File: config.mk
export PLATFORM = sky130hd
export DESIGN_NAME = video_bus_top
export DESIGN_NICKNAME = d
export VERILOG_FILES = /design/src/source/video_bus_pkg.sv /design/src/source/pixel_stream_if.sv /design/src/source/frame_prefill_gate.sv /design/src/source/pixel_fifo.sv /design/src/source/pixel_formatter.sv /design/src/source/video_bus_top.sv /design/src/source/video_timing_gen.sv
export VERILOG_INCLUDE_DIRS = /design/src /design/src/include
export SDC_FILE = /design/constraint.sdc
export NUM_CORES = 1
export LEC_CHECK = 0
export ABC_AREA = 1
export BUFFER_PORTS_ARGS = -buffer_cell sky130_fd_sc_hd__clkbuf_2
export CAP_MARGIN = 20
export CELL_PAD_IN_SITES_DETAIL_PLACEMENT = 1
export CELL_PAD_IN_SITES_GLOBAL_PLACEMENT = 2
export CORE_ASPECT_RATIO = 2
export CORE_MARGIN = 2
export CORE_UTILIZATION = 43
export CTS_CLUSTER_SIZE = 14
export DETAILED_ROUTE_END_ITERATION = 10
export PLACE_DENSITY = 0.8
export SKIP_LAST_GASP = 1
export SYNTH_ARGS = -nofsm -noshare
export SYNTH_HDL_FRONTEND = slang
export SYNTH_HIERARCHICAL = 1
export SYNTH_SLANG_ARGS = --single-unit
File: constraint.sdc
create_clock -name ctrl_clk -period 4.15 [get_ports ctrl_clk]
set_clock_uncertainty 0.15 [all_clocks]
set_input_delay 0.2075 -clock ctrl_clk [delete_from_list [all_inputs] [get_ports ctrl_clk]]
set_output_delay 0.2075 -clock ctrl_clk [all_outputs]
set_load 0.05 [all_outputs]
File: src/include/video_bus_defines.svh
`ifndef VIDEO_BUS_DEFINES_SVH
`define VIDEO_BUS_DEFINES_SVH

// Display side stays parked until this many words are stored
// Half the buffer, so the first lines have some slack
`define PREFILL_WORDS 16

// Buffer depth in 30-bit pixel words
`define FIFO_DEPTH 32

// Width of the fill level count
// Must hold the value FIFO_DEPTH itself, not only DEPTH-1
`define FIFO_LEVEL_W 6

`endif

File: src/source/video_bus_pkg.sv
`default_nettype none

package video_bus_pkg;

	// Video mode select, one bit
	// Test mode is a tiny raster for short simulations
	typedef enum logic {
		MODE_VGA_640x480 = 1'b0,
		MODE_TEST_8x4    = 1'b1
	} video_mode_e;

	// Raster description for one mode
	// Counts start at zero on the first active pixel / line
	// Sync windows are [start, end), end exclusive
	typedef struct packed {
		// Horizontal axis, in pixel clocks
		logic [9:0] h_active;
		logic [9:0] h_sync_start;
		logic [9:0] h_sync_end;
		logic [9:0] h_total;
		// Vertical axis, in lines
		logic [9:0] v_active;
		logic [9:0] v_sync_start;
		logic [9:0] v_sync_end;
		logic [9:0] v_total;
	} mode_timing_t;

endpackage

`default_nettype wire

File: src/source/pixel_stream_if.sv
`timescale 1ns/1ps
`default_nettype none

`include "video_bus_defines.svh"

// Read side of the pixel buffer
// word is valid whenever empty is low
interface pixel_stream_if;

	// Head of the buffer, show-ahead
	logic [29:0] word;
	logic empty;
	// Current fill count, 0 to FIFO_DEPTH
	logic [`FIFO_LEVEL_W-1:0] level;
	// Consume the head word this cycle
	logic pop;

	// Buffer side
	modport source (
		output word,
		output empty,
		output level,
		input  pop
	);

	// Consumer side
	modport sink (
		input  word,
		input  empty,
		input  level,
		output pop
	);

endinterface

`default_nettype wire

File: src/source/frame_prefill_gate.sv
`timescale 1ns/1ps
`default_nettype none

`include "video_bus_defines.svh"

// Keeps the display side parked until the buffer holds data
// Counts real writes, not raw valid strobes
module frame_prefill_gate (
	input  wire  ctrl_clk,
	input  wire  reset_n,
	input  wire  accept,
	output logic display_run
);

	// Enough bits to reach the threshold itself
	localparam int CNT_W = $clog2(`PREFILL_WORDS + 1);

	logic [CNT_W-1:0] accepted;
	logic threshold_hit;

	// Count stops here, so no wrap back to zero
	assign threshold_hit = (accepted == CNT_W'(`PREFILL_WORDS));

	// Saturating count of accepted words
	always_ff @(posedge ctrl_clk)
	begin
		if (!reset_n)
			accepted <= '0;
		else if (accept && !threshold_hit)
			accepted <= accepted + 1'b1;
	end

	// Release flag, one cycle after the last prefill word lands
	// Only reset brings it back down
	always_ff @(posedge ctrl_clk)
	begin
		if (!reset_n)
			display_run <= 1'b0;
		else if (threshold_hit)
			display_run <= 1'b1;
	end

endmodule

`default_nettype wire

File: src/source/pixel_fifo.sv
`timescale 1ns/1ps
`default_nettype none

`include "video_bus_defines.svh"

// Show-ahead pixel buffer
// Head word is read straight out of the array, no read latency
module pixel_fifo #(
	parameter int DEPTH = `FIFO_DEPTH
) (
	input  wire        ctrl_clk,
	input  wire        reset_n,
	input  wire        pixel_valid,
	input  wire [29:0] pixel_data,
	output logic       accept,
	output logic       full,
	output logic       overflow,
	pixel_stream_if.source rd
);

	localparam int PTR_W = (DEPTH > 1) ? $clog2(DEPTH) : 1;

	logic [29:0] mem [DEPTH];
	logic [PTR_W-1:0] wr_ptr;
	logic [PTR_W-1:0] rd_ptr;
	logic [`FIFO_LEVEL_W-1:0] level;
	logic do_pop;

	// Pointer advance with wrap, also for non power of two depth
	function automatic logic [PTR_W-1:0] ptr_next(input logic [PTR_W-1:0] ptr);
		if (ptr == PTR_W'(DEPTH - 1))
			return '0;
		return ptr + 1'b1;
	endfunction

	// Flags come from the level only
	assign full     = (level == `FIFO_LEVEL_W'(DEPTH));
	assign rd.empty = (level == '0);
	assign rd.level = level;
	assign rd.word  = mem[rd_ptr];

	// Word offered while full is lost
	assign accept = pixel_valid & ~full;
	// Pop on empty is ignored
	assign do_pop = rd.pop & ~rd.empty;

	// Storage array
	always_ff @(posedge ctrl_clk)
	begin
		if (accept)
			mem[wr_ptr] <= pixel_data;
	end

	always_ff @(posedge ctrl_clk)
	begin
		if (!reset_n)
		begin
			wr_ptr <= '0;
			rd_ptr <= '0;
			level  <= '0;
		end
		else
		begin
			if (accept)
				wr_ptr <= ptr_next(wr_ptr);
			if (do_pop)
				rd_ptr <= ptr_next(rd_ptr);
			// Simultaneous push and pop leaves the level alone
			case ({accept, do_pop})
				2'b10:   level <= level + 1'b1;
				2'b01:   level <= level - 1'b1;
				default: level <= level;
			endcase
		end
	end

	// Sticky drop flag
	always_ff @(posedge ctrl_clk)
	begin
		if (!reset_n)
			overflow <= 1'b0;
		else if (pixel_valid && full)
			overflow <= 1'b1;
	end

endmodule

`default_nettype wire

File: src/source/pixel_formatter.sv
`timescale 1ns/1ps
`default_nettype none

// Pulls one word per active pixel and drives the 24-bit video port
// Never stalls the raster; a starved pixel goes out as black
module pixel_formatter (
	input  wire         ctrl_clk,
	input  wire         reset_n,
	input  wire         display_run,
	input  wire         de_raw,
	input  wire         hs_raw,
	input  wire         vs_raw,
	pixel_stream_if.sink rd,
	output logic        vpg_de,
	output logic        vpg_hs,
	output logic        vpg_vs,
	output logic [23:0] vpg_data,
	output logic        underflow
);

	logic pop_req;
	logic starved;
	logic [23:0] rgb24;

	// Show-ahead buffer, so pop and data share the cycle
	assign pop_req = display_run & de_raw;
	assign rd.pop  = pop_req;

	// Active pixel with nothing stored
	assign starved = pop_req & rd.empty;

	// Top 8 of each 10-bit channel, R G B from high to low
	assign rgb24 = {rd.word[29:22], rd.word[19:12], rd.word[9:2]};

	// One register stage for data, de and both syncs
	always_ff @(posedge ctrl_clk)
	begin
		if (!reset_n)
		begin
			vpg_de   <= 1'b0;
			vpg_hs   <= 1'b1;
			vpg_vs   <= 1'b1;
			vpg_data <= '0;
		end
		else
		begin
			vpg_de <= pop_req;
			vpg_hs <= hs_raw;
			vpg_vs <= vs_raw;
			// Blanking and starved pixels both show zero
			if (pop_req && !rd.empty)
				vpg_data <= rgb24;
			else
				vpg_data <= '0;
		end
	end

	// Sticky, cleared by reset only
	always_ff @(posedge ctrl_clk)
	begin
		if (!reset_n)
			underflow <= 1'b0;
		else if (starved)
			underflow <= 1'b1;
	end

endmodule

`default_nettype wire

File: src/source/video_bus_top.sv
`timescale 1ns/1ps
`default_nettype none

`include "video_bus_defines.svh"

// Camera to display pixel buffer, single clock
module video_bus_top (
	input  wire         ctrl_clk,
	input  wire         reset_n,

	// Sensor side, one-cycle strobe per word
	input  wire         pixel_valid,
	input  wire  [29:0] pixel_data,

	input  wire         video_bus_pkg::video_mode_e mode,

	// Video port
	output wire         vpg_de,
	output wire         vpg_hs,
	output wire         vpg_vs,
	output wire  [23:0] vpg_data,

	// Buffer status
	output wire         fifo_empty,
	output wire         fifo_full,
	output wire  [`FIFO_LEVEL_W-1:0] fifo_level,
	output wire         overflow,
	output wire         underflow
);

	wire accept;
	wire display_run;
	wire de_raw;
	wire hs_raw;
	wire vs_raw;

	// Buffer read side to formatter
	pixel_stream_if stream ();

	assign fifo_empty = stream.empty;
	assign fifo_level = stream.level;

	pixel_fifo #(
		.DEPTH(`FIFO_DEPTH)
	) u_fifo (
		.ctrl_clk   (ctrl_clk),
		.reset_n    (reset_n),
		.pixel_valid(pixel_valid),
		.pixel_data (pixel_data),
		.accept     (accept),
		.full       (fifo_full),
		.overflow   (overflow),
		.rd         (stream.source)
	);

	// Startup guard, counts words actually stored
	frame_prefill_gate u_gate (
		.ctrl_clk   (ctrl_clk),
		.reset_n    (reset_n),
		.accept     (accept),
		.display_run(display_run)
	);

	video_timing_gen u_timing (
		.ctrl_clk   (ctrl_clk),
		.reset_n    (reset_n),
		.display_run(display_run),
		.mode       (mode),
		.de_raw     (de_raw),
		.hs_raw     (hs_raw),
		.vs_raw     (vs_raw)
	);

	pixel_formatter u_fmt (
		.ctrl_clk   (ctrl_clk),
		.reset_n    (reset_n),
		.display_run(display_run),
		.de_raw     (de_raw),
		.hs_raw     (hs_raw),
		.vs_raw     (vs_raw),
		.rd         (stream.sink),
		.vpg_de     (vpg_de),
		.vpg_hs     (vpg_hs),
		.vpg_vs     (vpg_vs),
		.vpg_data   (vpg_data),
		.underflow  (underflow)
	);

endmodule

`default_nettype wire

File: src/source/video_timing_gen.sv
`timescale 1ns/1ps
`default_nettype none

// Raster counters and raw de / hs / vs for the selected mode
// Outputs are registered, one cycle behind the counters
module video_timing_gen (
	input  wire  ctrl_clk,
	input  wire  reset_n,
	input  wire  display_run,
	input  wire  video_bus_pkg::video_mode_e mode,
	output logic de_raw,
	output logic hs_raw,
	output logic vs_raw
);

	import video_bus_pkg::*;

	mode_timing_t timing_q;
	mode_timing_t timing;
	logic [9:0] h_cnt;
	logic [9:0] v_cnt;
	logic frame_start;
	logic line_end;
	logic frame_end;
	logic h_active;
	logic v_active;
	logic h_sync;
	logic v_sync;

	// Raster table
	function automatic mode_timing_t timing_of(input video_mode_e m);
		mode_timing_t t;
		case (m)
			MODE_TEST_8x4:
			begin
				t.h_active     = 10'd8;
				t.h_sync_start = 10'd9;
				t.h_sync_end   = 10'd11;
				t.h_total      = 10'd12;
				t.v_active     = 10'd4;
				t.v_sync_start = 10'd5;
				t.v_sync_end   = 10'd6;
				t.v_total      = 10'd6;
			end
			default:
			begin
				// 640 + 16 fp + 96 sync + 48 bp
				t.h_active     = 10'd640;
				t.h_sync_start = 10'd656;
				t.h_sync_end   = 10'd752;
				t.h_total      = 10'd800;
				// 480 + 10 fp + 2 sync + 33 bp
				t.v_active     = 10'd480;
				t.v_sync_start = 10'd490;
				t.v_sync_end   = 10'd492;
				t.v_total      = 10'd525;
			end
		endcase
		return t;
	endfunction

	// Mode takes effect at the top of each frame
	// During the first cycle of a frame use the fresh lookup directly
	assign frame_start = (h_cnt == '0) && (v_cnt == '0);
	assign timing      = frame_start ? timing_of(mode) : timing_q;

	assign line_end  = (h_cnt == timing.h_total - 10'd1);
	assign frame_end = (v_cnt == timing.v_total - 10'd1);

	// Window decode
	assign h_active = (h_cnt < timing.h_active);
	assign v_active = (v_cnt < timing.v_active);
	assign h_sync   = (h_cnt >= timing.h_sync_start) && (h_cnt < timing.h_sync_end);
	assign v_sync   = (v_cnt >= timing.v_sync_start) && (v_cnt < timing.v_sync_end);

	// Latched mode timing for the rest of the frame
	always_ff @(posedge ctrl_clk)
	begin
		if (!reset_n)
			timing_q <= timing_of(MODE_VGA_640x480);
		else if (frame_start)
			timing_q <= timing;
	end

	// Counters parked at the origin until the display side is released
	always_ff @(posedge ctrl_clk)
	begin
		if (!reset_n || !display_run)
		begin
			h_cnt <= '0;
			v_cnt <= '0;
		end
		else if (line_end)
		begin
			h_cnt <= '0;
			v_cnt <= frame_end ? 10'd0 : v_cnt + 10'd1;
		end
		else
			h_cnt <= h_cnt + 10'd1;
	end

	// Syncs active low
	always_ff @(posedge ctrl_clk)
	begin
		if (!reset_n)
		begin
			de_raw <= 1'b0;
			hs_raw <= 1'b1;
			vs_raw <= 1'b1;
		end
		else
		begin
			de_raw <= display_run && h_active && v_active;
			hs_raw <= !(display_run && h_sync);
			vs_raw <= !(display_run && v_sync);
		end
	end

endmodule

`default_nettype wire

==> parameters.txt <==
Parameter                              Value

Cells and area
  Post-route standard cell area excluding fillers ... 43300 um^2
  Number of nets in the layout ... 3740
  Core occupancy in the finished layout ... 48.1%
  Layout area overhead ... 11.3%
  Count of inserted antenna diode cells ... 0
  Share of cells above drive strength 1 ... 9.73%

Floorplanning
  Top-Level Pins ... 71
  Total core area ... 90000 um^2
  Starting density of the core ... 43.2%
  Die span in x ... 217 um
  Cell row count ... 156
  Floorplan die area ... 93100 um^2
  DIE HEIGHT ... 429 um

Timing
  Achievable clock frequency ... 269 MHz
  Transition time of the tightest slew-check pin ... 1.11 ns
  Max-slew violation count ... 0
  Min cycle time layout ... 3.72 ns
  Final hold violation count ... 0
  Setup repair after global routing missed its margin ... no
  Setup_tns ... 0 ns
  Worst hold margin ... 0.0477 ns
  Worst-case headroom to the max-slew limit ... 25.8%
  Crit share post-route ... 89.5%
  Number of setup violations in the final report ... 0

Pwr
  Clock power share ... 41.4%
  Switching power as a share of total power ... 21.0%
  Power density of the placed cells ... 424 nW/um^2
  Internal power contribution ... 14.5 mW
  Switching power ... 3.85 mW
  Relative contribution of sequential cells to total power ... 55.5%
  Leak Pwr ... 16.0 nW
  Largest voltage drop on the vdd net ... 394 uV
  Combinational group share of total power ... 3.1%

Clock network
  Clock Latency Late Sink ... 0.67 ns
  TritonCTS Buffers ... 83
  Clock Path Buffers ... 3
  Total number of clock tree sinks ... 927
  H-tree Lvls ... 3
  Clock tree from TritonCTS ... done
  Clk root buf ... sky130_fd_sc_hd__clkbuf_16
  Clock-pin transition on the worst setup and hold timing paths ... 0.07 ns

Setup path
  Sort of element at the start of the critical path ... flip-flop
  Critical path's top delay family ... simple AND/OR/NAND/NOR gates
  Standard cell with the maximum stage delay on the critical path ... sky130_fd_sc_hd__dfxtp_1
  Total stage count of the critical path ... 20
  Critical Path End Type ... flip-flop
  Worst endpoint required time ... 4.56 ns
  Cell-by-cell listing of the critical path ... inv_1 > ha_1 > inv_1 > nor2_1 > nand2_1 > nor2_4 > nand2_2 > nand2_1 > ha_1 > nand3_1 > nor2_1 > nand2_1 > nand3_1 > nand2_1 > nor2_4 > nand2_1 > nand2_4 > nand2_2 > inv_1 > nor2_1
  Largest stage delay on the critical path ... 0.35 ns
  Crit Path Max Fanout ... 15
  WS Path Type ... reg2reg
  Critical Path AT ... 4.13 ns
  Most repeated library cell on the critical path ... sky130_fd_sc_hd__nand2_1
  Buffers and inverters on the worst path ... 3
  Logic depth of the worst register-to-register path ... 20

Yosys
  Post-synth net total ... 3741
  Mapped Avg Cell Area ... 10.7 um^2
  Cell count after synthesis ... 3633
  Total number of yosys warnings ... 6
  Post-synth design cell area ... 38900 um^2

Min path
  Class of the tightest hold or removal check ... in2reg
  Number of cells on the worst hold path ... 1

Global routing
  First-pass GRT wire length ... 170000 um
  GRT overflow ... 0
  Antenna violations before repair ... 3
  Total Routing Usage GR ... 24.3%
  Largest net degree at the start of global routing ... 206
  Vias in the first global route ... 27700

Drt
  Remaining number of nets flagged by the antenna check after routing ... 0
  Sum of routed wire length over all layers ... 112000 um
  Total number of vias ... 26800
  Vias per Instance ... 5.49
  DRC violation count after routing ... 0
  DR iter-0 viols ... 1881
  Average wire length per cell after detail routing ... 22.9 um
  First-pass DRT Iterations ... 5

Placed design
  Buffers on Ports ... 64
  Final estimated routing congestion in global placement ... 0.815
  HPWL reported at the end of detailed placement ... 65000 um
  Total cell area at the placement stage ... 40600 um^2

Outcome
  Outcome ... finished, final reports clean

Job
  Maximum capacitance violations ... 0
==> placed cells by master (no fill, tap or decap), types with 4 or more instances in the layout <==
master / instances
sky130_fd_sc_hd__or2_2: 4
sky130_fd_sc_hd__xnor2_1: 7
sky130_fd_sc_hd__nor2_1: 153
sky130_fd_sc_hd__nor2_4: 39
sky130_fd_sc_hd__o211ai_1: 4
sky130_fd_sc_hd__clkbuf_2: 66
sky130_fd_sc_hd__nor2_2: 21
sky130_fd_sc_hd__dfxtp_4: 4
sky130_fd_sc_hd__clkinv_2: 9
sky130_fd_sc_hd__nor4_1: 4
sky130_fd_sc_hd__nand3_1: 556
sky130_fd_sc_hd__clkbuf_16: 86
sky130_fd_sc_hd__o31ai_1: 24
sky130_fd_sc_hd__clkbuf_8: 16
sky130_fd_sc_hd__nand4_1: 11
sky130_fd_sc_hd__nor3_1: 12
sky130_fd_sc_hd__buf_4: 65
sky130_fd_sc_hd__o21ai_0: 54
sky130_fd_sc_hd__nand2_1: 1136
sky130_fd_sc_hd__nor3_2: 4
sky130_fd_sc_hd__edfxtp_1: 768
sky130_fd_sc_hd__inv_1: 121
sky130_fd_sc_hd__a21oi_1: 187
sky130_fd_sc_hd__clkbuf_1: 26
sky130_fd_sc_hd__dfxtp_1: 154
sky130_fd_sc_hd__nand2_2: 10
sky130_fd_sc_hd__ha_1: 74
sky130_fd_sc_hd__clkinv_1: 8
sky130_fd_sc_hd__xor2_1: 17
sky130_fd_sc_hd__buf_12: 16
==> through the flow <==
stage,cells,total power [mW],worst slack (ns)
finish,4883,18.4,0.435
detailed placement,4729,11.0,0.286
CTS,4883,18.5,0.243
global route,4883,18.9,0.0422
global placement,4729,10.9,0.373
floorplan,3633,10.7,1.00
==> power by group through the flow <==
stage / Clock (mW) / Combinational, mW / Sequential [mW]
after floorplan: 0 / 0.257 / 10.4
after global placement: 0 / 0.552 / 10.4
after detailed placement: 0 / 0.573 / 10.4
after CTS: 7.77 / 0.578 / 10.2
after global routing: 8.05 / 0.634 / 10.2
final: 7.60 / 0.571 / 10.2
==> registers in the layout, summed over array words and instances (netlist names), 5 cells and up, named ones only <==
register           flops
u_fifo/mem           768
u_fifo/rd.level        6
u_fifo/rd_ptr          5
u_fifo/wr_ptr          5
u_fmt/vpg_data        24
u_gate/accepted        5
u_timing/h_cnt        10
u_timing/timing_q     80
u_timing/v_cnt        10
==> routing by layer <==
metal	routed length [um]	up-vias	part of all wire, %	GRT usage [%]
met2	55300	642	49	41.2
met3	5400	179	4.8	3.07
met5	23	-	0.021	0
li1	-	12400	-	-
met1	47300	13500	42	31.7
met4	3790	4	3.4	9.24
==> final cells by class <==
type,instances,area (um^2)
well taps,1185,1480
clock inverters,21,154
inverters,127,492
multi-input cells,2344,11300
repair buffers,149,1170
fillers,9670,46700
flip-flops and latches,927,26300
clock buffers,130,2480
==> repair_timing <==
item / in CTS / in global routing
hold buffers: 3 / 0
endpoints found under the hold margin: 52 / 0
gates resized for setup: 0 / 3
setup endpoints to repair: 0 / 7
buffers inserted: 0 / 0
==> path summary, 6_finish.rpt <==
| check | startpoint | end | slack [ns] |
|---|---|---|---|
| worst max-delay path | u_timing/h_cnt[0]$_SDFF_PP0_ | u_timing/v_cnt[6]$_SDFFE_PP0N_ | 0.43 |
| worst max register to register | u_timing/h_cnt[0]$_SDFF_PP0_ | u_timing/v_cnt[6]$_SDFFE_PP0N_ | 0.43 |
| worst min-delay path | pixel_data[4] | u_fifo/mem[21][4]$_DFFE_PP_ | 0.05 |
| worst min register to register | u_timing/hs_raw$_SDFF_PN1_ | u_fmt/vpg_hs$_SDFF_PN1_ | 0.29 |
(Power assumes the default switching activity.)
